[src/rtl/mmu_pkg.sv]
/* Shared widths, PTE fields and types of the Sv32 MMU
   ASID bits of satp are carried but never compared */

`default_nettype none

package mmu_pkg;

  ////////////////////////////////////////////////////////////////////////////
  // Widths and constants
  ////////////////////////////////////////////////////////////////////////////

  localparam int XLEN         = 32;
  localparam int PLEN         = 34;
  localparam int PAGE_BITS    = 12;
  localparam int VPN_LO_BITS  = 10;   // Bits per table index
  localparam int TLB_ENTRIES  = 4;
  localparam int TLB_PTR_BITS = $clog2(TLB_ENTRIES);

  // PTE flag positions
  localparam int PTE_V        = 0;
  localparam int PTE_R        = 1;
  localparam int PTE_W        = 2;
  localparam int PTE_X        = 3;
  localparam int PTE_PPN_LSB  = 10;

  localparam logic SATP_MODE_SV32 = 1'b1;

  ////////////////////////////////////////////////////////////////////////////
  // Types
  ////////////////////////////////////////////////////////////////////////////

  typedef logic [XLEN-1:0]           vaddr_t;
  typedef logic [PLEN-1:0]           paddr_t;
  typedef logic [XLEN-PAGE_BITS-1:0] vpn_t;
  typedef logic [PLEN-PAGE_BITS-1:0] ppn_t;
  typedef logic [XLEN-1:0]           pte_t;
  typedef logic [XLEN-1:0]           data_t;
  typedef logic [XLEN/8-1:0]         sel_t;

  // Same bit layout as the satp CSR
  typedef struct packed {
    logic       mode;
    logic [8:0] asid;
    ppn_t       ppn;
  } satp_t;

  typedef struct packed {
    vaddr_t adr;
    logic   we;
    sel_t   sel;
    data_t  wdata;
  } cpu_req_t;

  typedef struct packed {
    paddr_t adr;
    logic   we;
    sel_t   sel;
    data_t  wdata;
  } mem_req_t;

  // sp marks a 4 MiB superpage
  typedef struct packed {
    vpn_t vpn;
    ppn_t ppn;
    logic sp;
    logic r;
    logic w;
  } tlb_entry_t;

  typedef enum logic [2:0] {
    ST_IDLE,
    ST_LOOKUP,
    ST_WALK,
    ST_ACCESS,
    ST_RESP
  } mmu_state_t;

  typedef enum logic [2:0] {
    PTW_IDLE,
    PTW_L1_REQ,
    PTW_L1_WAIT,
    PTW_L0_REQ,
    PTW_L0_WAIT,
    PTW_DONE
  } ptw_state_t;

endpackage

`default_nettype wire
[src/rtl/mmu_top.sv]
/* Sv32 MMU between a CPU Wishbone classic slave port and a memory master port
   satp_i must stay stable while a CPU access is in flight */

`timescale 1ns/1ps
`default_nettype none

module mmu_top (
  input  logic              clk_i,
  input  logic              rst_i,
  input  mmu_pkg::satp_t    satp_i,
  input  logic              tlb_flush_i,
  // CPU side
  input  logic              cpu_cyc_i,
  input  logic              cpu_stb_i,
  input  mmu_pkg::cpu_req_t cpu_req_i,
  output logic              cpu_ack_o,
  output logic              cpu_err_o,
  output mmu_pkg::data_t    cpu_dat_o,
  // Memory side
  input  mmu_pkg::data_t    mem_dat_i,
  input  logic              mem_ack_i,
  output logic              mem_cyc_o,
  output logic              mem_stb_o,
  output mmu_pkg::mem_req_t mem_req_o
);

  import mmu_pkg::*;

  logic     mport_req;
  logic     mport_done;
  data_t    mport_rdata;
  mem_req_t mport_mreq;

  riscv_mmu u_mmu (
    .clk_i         (clk_i),
    .rst_i         (rst_i),
    .satp_i        (satp_i),
    .tlb_flush_i   (tlb_flush_i),
    .cpu_cyc_i     (cpu_cyc_i),
    .cpu_stb_i     (cpu_stb_i),
    .cpu_req_i     (cpu_req_i),
    .mport_done_i  (mport_done),
    .mport_rdata_i (mport_rdata),
    .cpu_ack_o     (cpu_ack_o),
    .cpu_err_o     (cpu_err_o),
    .cpu_dat_o     (cpu_dat_o),
    .mport_req_o   (mport_req),
    .mport_mreq_o  (mport_mreq)
  );

  mmu_mem_port u_mem_port (
    .clk_i     (clk_i),
    .rst_i     (rst_i),
    .req_i     (mport_req),
    .mreq_i    (mport_mreq),
    .mem_dat_i (mem_dat_i),
    .mem_ack_i (mem_ack_i),
    .done_o    (mport_done),
    .rdata_o   (mport_rdata),
    .mem_cyc_o (mem_cyc_o),
    .mem_stb_o (mem_stb_o),
    .mem_req_o (mem_req_o)
  );

endmodule

`default_nettype wire

[src/rtl/riscv_mmu.sv]
/* MMU control, bare or Sv32 by satp mode sampled at request start
   Page faults answer with a one-cycle err and make no data access */

`timescale 1ns/1ps
`default_nettype none

module riscv_mmu (
  input  logic              clk_i,
  input  logic              rst_i,
  input  mmu_pkg::satp_t    satp_i,
  input  logic              tlb_flush_i,
  input  logic              cpu_cyc_i,
  input  logic              cpu_stb_i,
  input  mmu_pkg::cpu_req_t cpu_req_i,
  input  logic              mport_done_i,
  input  mmu_pkg::data_t    mport_rdata_i,
  output logic              cpu_ack_o,
  output logic              cpu_err_o,
  output mmu_pkg::data_t    cpu_dat_o,
  output logic              mport_req_o,
  output mmu_pkg::mem_req_t mport_mreq_o
);

  import mmu_pkg::*;

  mmu_state_t state_q;
  mmu_state_t state_d;
  cpu_req_t   req_q;
  mem_req_t   mreq_q;
  vpn_t       vpn;

  // TLB and walker
  logic       tlb_hit;
  tlb_entry_t tlb_entry;
  logic       tlb_fill;
  logic       ptw_start;
  logic       ptw_req;
  paddr_t     ptw_adr;
  logic       ptw_done;
  logic       ptw_fault;
  tlb_entry_t ptw_entry;

  // Read needs R, write needs W
  function automatic logic perm_ok(tlb_entry_t e, logic we);
    return we ? e.w : e.r;
  endfunction

  // 4 KiB page or 4 MiB superpage
  function automatic paddr_t phys_adr(tlb_entry_t e, vaddr_t va);
    if (e.sp)
      return {e.ppn[PLEN-PAGE_BITS-1:VPN_LO_BITS], va[PAGE_BITS +: VPN_LO_BITS],
              va[PAGE_BITS-1:0]};
    return {e.ppn, va[PAGE_BITS-1:0]};
  endfunction

  assign vpn = req_q.adr[XLEN-1:PAGE_BITS];

  mmu_tlb u_tlb (
    .clk_i        (clk_i),
    .rst_i        (rst_i),
    .flush_i      (tlb_flush_i),
    .vpn_i        (vpn),
    .fill_i       (tlb_fill),
    .fill_entry_i (ptw_entry),
    .hit_o        (tlb_hit),
    .entry_o      (tlb_entry)
  );

  mmu_ptw u_ptw (
    .clk_i       (clk_i),
    .rst_i       (rst_i),
    .start_i     (ptw_start),
    .vpn_i       (vpn),
    .root_ppn_i  (satp_i.ppn),
    .mem_done_i  (mport_done_i),
    .mem_rdata_i (mport_rdata_i),
    .mem_req_o   (ptw_req),
    .mem_adr_o   (ptw_adr),
    .done_o      (ptw_done),
    .fault_o     (ptw_fault),
    .entry_o     (ptw_entry)
  );

  ////////////////////////////////////////////////////////////////////////////
  // Control FSM
  ////////////////////////////////////////////////////////////////////////////

  always_comb
  begin
    state_d      = state_q;
    mport_req_o  = 1'b0;
    mport_mreq_o = mreq_q;
    tlb_fill     = 1'b0;
    ptw_start    = 1'b0;
    case (state_q)
      ST_IDLE:
        if (cpu_cyc_i && cpu_stb_i)
        begin
          if (satp_i.mode == SATP_MODE_SV32)
            state_d = ST_LOOKUP;
          else
          begin
            // Bare, issue straight away
            mport_req_o  = 1'b1;
            mport_mreq_o = '{adr: paddr_t'(cpu_req_i.adr), we: cpu_req_i.we,
                             sel: cpu_req_i.sel, wdata: cpu_req_i.wdata};
            state_d      = ST_ACCESS;
          end
        end
      ST_LOOKUP:
        if (!tlb_hit)
        begin
          ptw_start = 1'b1;
          state_d   = ST_WALK;
        end
        else if (!perm_ok(tlb_entry, req_q.we))
          state_d = ST_RESP;
        else
        begin
          mport_req_o  = 1'b1;
          mport_mreq_o = '{adr: phys_adr(tlb_entry, req_q.adr), we: req_q.we,
                           sel: req_q.sel, wdata: req_q.wdata};
          state_d      = ST_ACCESS;
        end
      ST_WALK:
      begin
        // Walker owns the port, word reads only
        mport_req_o  = ptw_req;
        mport_mreq_o = '{adr: ptw_adr, we: 1'b0, sel: '1, wdata: '0};
        if (ptw_done)
        begin
          tlb_fill = !ptw_fault;
          // Retry the lookup, it hits on the new entry
          if (ptw_fault || !perm_ok(ptw_entry, req_q.we))
            state_d = ST_RESP;
          else
            state_d = ST_LOOKUP;
        end
      end
      ST_ACCESS:
      begin
        mport_req_o = 1'b1;
        if (mport_done_i)
          state_d = ST_IDLE;
      end
      default:
        state_d = ST_IDLE;
    endcase
  end

  always_ff @(posedge clk_i)
  begin
    if (rst_i)
      state_q <= ST_IDLE;
    else
      state_q <= state_d;
  end

  // Latched CPU request and held data request
  always_ff @(posedge clk_i)
  begin
    if (state_q == ST_IDLE)
      req_q <= cpu_req_i;
    if (state_q != ST_ACCESS)
      mreq_q <= mport_mreq_o;
  end

  // CPU response
  assign cpu_ack_o = (state_q == ST_ACCESS) && mport_done_i;
  assign cpu_err_o = (state_q == ST_RESP);
  assign cpu_dat_o = mport_rdata_i;

endmodule

`default_nettype wire

[src/rtl/mmu_mem_port.sv]
/* Wishbone classic master, one access in flight
   req_i is ignored until done_o has been returned */

`timescale 1ns/1ps
`default_nettype none

module mmu_mem_port (
  input  logic              clk_i,
  input  logic              rst_i,
  input  logic              req_i,
  input  mmu_pkg::mem_req_t mreq_i,
  input  mmu_pkg::data_t    mem_dat_i,
  input  logic              mem_ack_i,
  output logic              done_o,
  output mmu_pkg::data_t    rdata_o,
  output logic              mem_cyc_o,
  output logic              mem_stb_o,
  output mmu_pkg::mem_req_t mem_req_o
);

  import mmu_pkg::*;

  // Busy spans the bus cycle and the done cycle
  logic     busy_q;
  logic     cyc_q;
  logic     done_q;
  mem_req_t req_q;
  data_t    rdata_q;

  always_ff @(posedge clk_i)
  begin
    if (rst_i)
    begin
      busy_q <= 1'b0;
      cyc_q  <= 1'b0;
      done_q <= 1'b0;
    end
    else
    begin
      done_q <= 1'b0;
      if (!busy_q && req_i)
      begin
        busy_q <= 1'b1;
        cyc_q  <= 1'b1;
      end
      // Drop the cycle on ack
      if (cyc_q && mem_ack_i)
      begin
        cyc_q  <= 1'b0;
        done_q <= 1'b1;
      end
      if (done_q)
        busy_q <= 1'b0;
    end
  end

  // Payload
  always_ff @(posedge clk_i)
  begin
    if (!busy_q && req_i)
      req_q <= mreq_i;
    if (cyc_q && mem_ack_i)
      rdata_q <= mem_dat_i;
  end

  assign mem_cyc_o = cyc_q;
  assign mem_stb_o = cyc_q;
  assign mem_req_o = req_q;
  assign done_o    = done_q;
  assign rdata_o   = rdata_q;

endmodule

`default_nettype wire

[src/rtl/mmu_ptw.sv]
/* Sv32 two-level walker, one PTE read per level over a request/done pair
   A/D bits and U/X permissions are not checked, R/W go into the entry */

`timescale 1ns/1ps
`default_nettype none

module mmu_ptw (
  input  logic                clk_i,
  input  logic                rst_i,
  input  logic                start_i,
  input  mmu_pkg::vpn_t       vpn_i,
  input  mmu_pkg::ppn_t       root_ppn_i,
  input  logic                mem_done_i,
  input  mmu_pkg::pte_t       mem_rdata_i,
  output logic                mem_req_o,
  output mmu_pkg::paddr_t     mem_adr_o,
  output logic                done_o,
  output logic                fault_o,
  output mmu_pkg::tlb_entry_t entry_o
);

  import mmu_pkg::*;

  ptw_state_t state_q;
  vpn_t       vpn_q;
  paddr_t     adr_q;
  tlb_entry_t entry_q;
  logic       fault_q;

  // PTE decode
  ppn_t pte_ppn;
  logic pte_bad;
  logic pte_leaf;
  logic sp_misaligned;

  assign pte_ppn       = mem_rdata_i[XLEN-1:PTE_PPN_LSB];
  // Invalid or W without R
  assign pte_bad       = !mem_rdata_i[PTE_V] || (mem_rdata_i[PTE_W] && !mem_rdata_i[PTE_R]);
  assign pte_leaf      = mem_rdata_i[PTE_R] || mem_rdata_i[PTE_X];
  // Superpage leaf must have ppn[9:0] clear
  assign sp_misaligned = |pte_ppn[VPN_LO_BITS-1:0];

  ////////////////////////////////////////////////////////////////////////////
  // Walk FSM
  ////////////////////////////////////////////////////////////////////////////

  always_ff @(posedge clk_i)
  begin
    if (rst_i)
      state_q <= PTW_IDLE;
    else
    begin
      case (state_q)
        PTW_IDLE:
          if (start_i)
            state_q <= PTW_L1_REQ;
        PTW_L1_REQ:
          state_q <= PTW_L1_WAIT;
        PTW_L1_WAIT:
          if (mem_done_i)
            state_q <= (pte_bad || pte_leaf) ? PTW_DONE : PTW_L0_REQ;
        PTW_L0_REQ:
          state_q <= PTW_L0_WAIT;
        PTW_L0_WAIT:
          if (mem_done_i)
            state_q <= PTW_DONE;
        default:
          state_q <= PTW_IDLE;
      endcase
    end
  end

  // Table address and result
  always_ff @(posedge clk_i)
  begin
    if (state_q == PTW_IDLE && start_i)
    begin
      vpn_q <= vpn_i;
      // Root times 4096 plus vpn[19:10] times 4
      adr_q <= {root_ppn_i, vpn_i[VPN_LO_BITS +: VPN_LO_BITS], 2'b00};
    end
    if (state_q == PTW_L1_WAIT && mem_done_i)
    begin
      adr_q   <= {pte_ppn, vpn_q[VPN_LO_BITS-1:0], 2'b00};
      fault_q <= pte_bad || (pte_leaf && sp_misaligned);
      entry_q <= '{vpn: vpn_q, ppn: pte_ppn, sp: 1'b1,
                   r: mem_rdata_i[PTE_R], w: mem_rdata_i[PTE_W]};
    end
    if (state_q == PTW_L0_WAIT && mem_done_i)
    begin
      // Pointer at level 0 is a fault too
      fault_q <= pte_bad || !pte_leaf;
      entry_q <= '{vpn: vpn_q, ppn: pte_ppn, sp: 1'b0,
                   r: mem_rdata_i[PTE_R], w: mem_rdata_i[PTE_W]};
    end
  end

  // Request held from REQ through WAIT
  assign mem_req_o = (state_q == PTW_L1_REQ) || (state_q == PTW_L1_WAIT) ||
                     (state_q == PTW_L0_REQ) || (state_q == PTW_L0_WAIT);
  assign mem_adr_o = adr_q;
  assign done_o    = (state_q == PTW_DONE);
  assign fault_o   = fault_q;
  assign entry_o   = entry_q;

endmodule

`default_nettype wire

[src/rtl/mmu_tlb.sv]
/* Fully associative TLB, lookup is combinational on vpn_i
   Fill writes the round-robin victim, flush wins over a fill in the same cycle */

`timescale 1ns/1ps
`default_nettype none

module mmu_tlb (
  input  logic                clk_i,
  input  logic                rst_i,
  input  logic                flush_i,
  input  mmu_pkg::vpn_t       vpn_i,
  input  logic                fill_i,
  input  mmu_pkg::tlb_entry_t fill_entry_i,
  output logic                hit_o,
  output mmu_pkg::tlb_entry_t entry_o
);

  import mmu_pkg::*;

  tlb_entry_t              entries_q [TLB_ENTRIES];
  logic [TLB_ENTRIES-1:0]  valid_q;
  logic [TLB_ENTRIES-1:0]  match;
  logic [TLB_PTR_BITS-1:0] victim_q;

  ////////////////////////////////////////////////////////////////////////////
  // Lookup
  ////////////////////////////////////////////////////////////////////////////

  // Superpage ignores the level-0 index
  always_comb
  begin
    for (int i = 0; i < TLB_ENTRIES; i++)
    begin
      match[i] = valid_q[i] &&
                 (vpn_i[VPN_LO_BITS +: VPN_LO_BITS] ==
                  entries_q[i].vpn[VPN_LO_BITS +: VPN_LO_BITS]) &&
                 (entries_q[i].sp ||
                  (vpn_i[VPN_LO_BITS-1:0] == entries_q[i].vpn[VPN_LO_BITS-1:0]));
    end
  end

  // At most one entry matches, fills only follow a miss
  always_comb
  begin
    entry_o = '0;
    for (int i = 0; i < TLB_ENTRIES; i++)
    begin
      if (match[i])
        entry_o = entries_q[i];
    end
  end

  assign hit_o = |match;

  ////////////////////////////////////////////////////////////////////////////
  // Fill and flush
  ////////////////////////////////////////////////////////////////////////////

  // Flush also restarts the victim pointer
  always_ff @(posedge clk_i)
  begin
    if (rst_i || flush_i)
    begin
      valid_q  <= '0;
      victim_q <= '0;
    end
    else if (fill_i)
    begin
      valid_q[victim_q] <= 1'b1;
      victim_q          <= victim_q + 1'b1;
    end
  end

  always_ff @(posedge clk_i)
  begin
    if (fill_i)
      entries_q[victim_q] <= fill_entry_i;
  end

endmodule

`default_nettype wire

[config.mk]
export PLATFORM = sky130hd
export DESIGN_NAME = mmu_top
export DESIGN_NICKNAME = d
export VERILOG_FILES = /design/src/rtl/mmu_pkg.sv /design/src/rtl/mmu_top.sv /design/src/rtl/riscv_mmu.sv /design/src/rtl/mmu_mem_port.sv /design/src/rtl/mmu_ptw.sv /design/src/rtl/mmu_tlb.sv
export SDC_FILE = /design/constraint.sdc
export NUM_CORES = 1
export LEC_CHECK = 0
export ABC_AREA = 1
export CAP_MARGIN = 10
export CORE_MARGIN = 2
export CORE_UTILIZATION = 35
export CTS_BUF_LIST = sky130_fd_sc_hd__clkbuf_8 sky130_fd_sc_hd__clkbuf_16
export CTS_CLUSTER_DIAMETER = 80
export CTS_CLUSTER_SIZE = 28
export DETAILED_ROUTE_END_ITERATION = 8
export DONT_BUFFER_PORTS = 1
export GPL_TIMING_DRIVEN = 0
export PLACE_DENSITY = 0.46
export SYNTH_ARGS = -nofsm -noshare
export SYNTH_HDL_FRONTEND = slang
export SYNTH_SLANG_ARGS = --single-unit
[constraint.sdc]
create_clock -name clk_i -period 9.7 [get_ports clk_i]
set_input_delay 1.455 -clock clk_i [delete_from_list [all_inputs] [get_ports clk_i]]
set_output_delay 1.455 -clock clk_i [all_outputs]
set_load 0.01 [all_outputs]
==> run metrics <==
initial core utilization 0.352; CTS Hold Bufs 0; Post-DP HPWL 47500 microns; outcome finished, final reports clean; vias per inst around 5.0; Avg WL per Cell 22.9 microns; routability cong. 0.836; Final Routed Wirelength about 65000 microns; pin count of the biggest net entering global routing 59; minimum clock period 4080 ps; Synth warnings 0; Synth Net Count slightly above 2000; RSZ-0062 raised after global routing false; Root Buffer clkbuf_16; final period utilization 0.421; GR Overflow Total 0; First-pass DRT Iterations 6; Seq pwr share 0.508; worst-path cell chain inv_1 -> nand2_1 -> nand2_1 -> nand2_1 -> nor2_1 -> nand3_1 -> nand2_1 -> nand2_2 -> nor2_4 -> nand2_1 -> nand2_1 -> nand2_1 -> nand2_1 -> nand2_2 -> inv_2 -> nand2_1 -> nand2_1 -> nand2_1 -> inv_4 -> buf_16; DRC 0; Die Y roughly 260 microns; number of flops mapped to enable cells by yosys 520; first-pass GRT wire length around 95000 microns; post-CTS setup buffer count 0; Max-Cap Viols 0; vias in the first global route between 10000 and 15000; Fin. Hold Viols 0; H-Tree Depth 1; top-area cell type share of the netlist area 0.691; worst slew pin tran between 1000 and 1500 ps; CTS Sinks around 540; final setup vio count 0; final-layout fill cell count slightly above 6000; CORE AREA 64100 sq um; flops & latches, synth between 500 and 600; critical-path cell with the highest stage delay edfxtp_1; placed cell areas 23900 sq um; final net count 2118; Clock transition at path regs ~100 ps; commonest non-fill, non-tap cells in the layout edfxtp_1 (520), nand2_1 (485), inv_1 (225); switching pwr 2580 uW; Worst Setup Start Kind flop; worst skew pair latency between 600 and 700 ps; share of cells above drive strength 1 0.0795; IO Count about 250; Tot GR Track Use 0.193; row count 93; via count between 10000 and 15000; Buffers & Inverters on Critical Path 4; Reg-to-Reg End u_mem_port.mem_req_o[41]$_DFFE_PP_; Reg2Reg Depth 20; Yosys cell types 39; critical path depth 20; Cell Area, Synth approximately 23000 sq um; top_reg_cell synth edfxtp_1; FMAX ~250 MHz; Final Skew 46.1 ps; Max Buffers Root-to-Sink 3; Final WS setup 5620 ps; layout overhead on the synthesized area 11.0%; family with the most delay on the worst path simple AND/OR/NAND/NOR gates; Crit path largest cell delay between 400 and 500 ps; setup slack at placement about 5600 ps; reg2reg start u_mmu.req_q[56]$_DFFE_PN_; leading post-synthesis cells by cell area edfxtp_1 (69%), nand2_1 (8.1%), inv_1 (3.8%); Critical Path AT between 4000 and 5000 ps; Initial DRC Count approximately 1300; CTS tree yes; worst reg2reg setup slack ~5600 ps; post-cts sizing count 0; asr flop ratio synth 0; Leak Pwr between 0.009 and 0.01 uW; Max-slew headroom 0.276; hold depth 0; IO Port Bufs 0; Net Sw Frac 0.364; Crit. End Element flop; crit path max fanout 58; cells after synthesis just under 2000; cell mode on critical path nand2_1; max-slew violation count 0; Seq/Total Area, Yosys 0.705; internal power consumption about 4500 uW; Hold Path End u_mmu.u_ptw.vpn_q[12]$_DFFE_PP_; Hold Path Origin u_mmu.req_q[61]$_DFFE_PN_; VDD IR max 0.185 mV; post-route antenna net violation count 0; chip width roughly 260 microns; Clock Power Share 0.220; final instance area roughly 25000 sq um; Cell Pwr Density approximately 280 nW/um^2; worst min path class reg -> reg; largest area contributor in the netlist edfxtp_1; worst path required time between 9000 and 10000 ps; most common cell after layout, fill and taps aside edfxtp_1; synthesized area per cell between 10 and 15 sq um; worst setup path class reg -> reg; CTS buffer count 31; die footprint about 67000 sq um; antenna violations before repair 5; combinational cell fraction of total power 0.272
-- worst reg2reg max path, stage by stage (launching register included) --
cell,delay (ps)
edfxtp_1,480
inv_1,300
nand2_1,90
nand2_1,70
nand2_1,60
nor2_1,220
nand3_1,130
nand2_1,110
nand2_2,140
nor2_4,350
nand2_1,90
nand2_1,80
nand2_1,90
nand2_1,90
nand2_2,200
inv_2,260
nand2_1,110
nand2_1,150
nand2_1,120
inv_4,230
buf_16,340
-- kinds of logic after synthesis --
kind of cell / count (synthesis) / synth area share
and+or+nand+nor: 733 / 0.129
DFF: 536 / 0.705
buffers and inverters: 318 / 0.0561
AOI/OAI and AO/OA: 298 / 0.0905
xor gates and xnor gates: 42 / 0.0166
adders and majority gates: 4 / 0.00221
-- final cells by class --
class | count | area [sq um] | share of cell area
clock inverters | 26 | 338 | 0.0135
well taps | 855 | 1070 | 0.0427
clock buffers | 31 | 776 | 0.0309
inverters | 241 | 910 | 0.0363
repair buffers | 11 | 243 | 0.00968
plain buffers | 77 | 364 | 0.0145
flip-flops and latches | 536 | 15900 | 0.636
multi-input cells | 1077 | 5430 | 0.216
diodes | 4 | 10.0 | 0.000399
-- flip-flops by register name, indices dropped and copies added, names as in the netlist --
register / cells
u_mem_port.done_o: 1
u_mmu.u_ptw.state_q: 3
u_mmu.u_tlb.entries_q: 180
u_mem_port.busy_q: 1
u_mmu.u_ptw.fault_o: 1
u_mmu.u_ptw.entry_o: 45
u_mem_port.mem_req_o: 71
u_mem_port.mem_cyc_o: 1
u_mmu.req_q: 69
u_mmu.u_tlb.victim_q: 2
u_mmu.u_ptw.vpn_q: 20
u_mmu.u_ptw.mem_adr_o: 32
u_mmu.mreq_q: 71
u_mmu.u_tlb.valid_q: 4
u_mem_port.rdata_o: 32
u_mmu.state_q: 3
-- power groups by stage --
stage / clock (uW) / sequential, uW / combinational (uW)
after floorplan: 0 / 3580 / 1190
after global placement: 0 / 3720 / 1820
after detailed placement: 0 / 3650 / 1940
after CTS: 1590 / 3600 / 1940
after global routing: 1670 / 3650 / 2120
final: 1550 / 3600 / 1930
-- metal layers --
layer  up-vias  global-route usage  part of all wire
met1      6915               0.277              0.46
met5         -                   0           0.00018
met4         2              0.0443             0.023
met2       458               0.303              0.45
li1       6723                   -                 -
met3        72              0.0389             0.067
-- Yosys cell counts (2+ instances only) --
cell type  instances
a21oi_1           91
a221oi_1          23
a22oi_1           14
buf_1              6
buf_2             19
buf_4              4
buf_6              4
clkbuf_1          39
clkbuf_2           5
clkinv_1           2
dfxtp_1           16
edfxtp_1         520
ha_1               4
inv_1            230
inv_2              9
nand2_1          486
nand2_2            2
nand3_1           48
nand3b_1           2
nand4_1           12
nor2_1           158
nor2_4             2
nor3_1             7
nor4_1             3
o211ai_1          76
o211ai_2          30
o21ai_0           60
o22ai_1            2
or2_1              5
or2_2              4
xnor2_1           31
xor2_1            10
-- worst max-delay path by stage --
stage,slack [ps],start,to
3_3_place_gp,-1480,u_mmu.state_q[1]$_SDFFE_PP0P_,u_mem_port.mem_req_o[55]$_DFFE_PP_
5_1_grt,5300,u_mmu.req_q[56]$_DFFE_PN_,u_mem_port.mem_req_o[41]$_DFFE_PP_
3_5_place_dp,5640,u_mmu.req_q[59]$_DFFE_PN_,u_mem_port.mem_req_o[55]$_DFFE_PP_
2_1_floorplan,3350,u_mmu.state_q[1]$_SDFFE_PP0P_,u_mem_port.mem_req_o[0]$_DFFE_PP_
4_1_cts,5590,u_mmu.req_q[59]$_DFFE_PN_,u_mem_port.mem_req_o[41]$_DFFE_PP_
6_report,5620,u_mmu.req_q[56]$_DFFE_PN_,u_mem_port.mem_req_o[41]$_DFFE_PP_
-- metrics by stage --
| step | utilization | std cells | setup TNS, ps | total power [uW] | hold WS [ps] |
|---|---|---|---|---|---|
| after detailed placement | 0.374 | 2797 | 0 | 5590 | 434 |
| after CTS | 0.391 | 2854 | 0 | 7140 | 458 |
| after global routing | 0.391 | 2858 | 0 | 7440 | 467 |
| after floorplan | - | 1931 | 0 | 4770 | 421 |
| final | 0.391 | 2858 | 0 | 7080 | 457 |
| after global placement | 0.369 | 2786 | -103650 | 5540 | 429 |
Note: power is estimated with default switching activity, not from simulation.
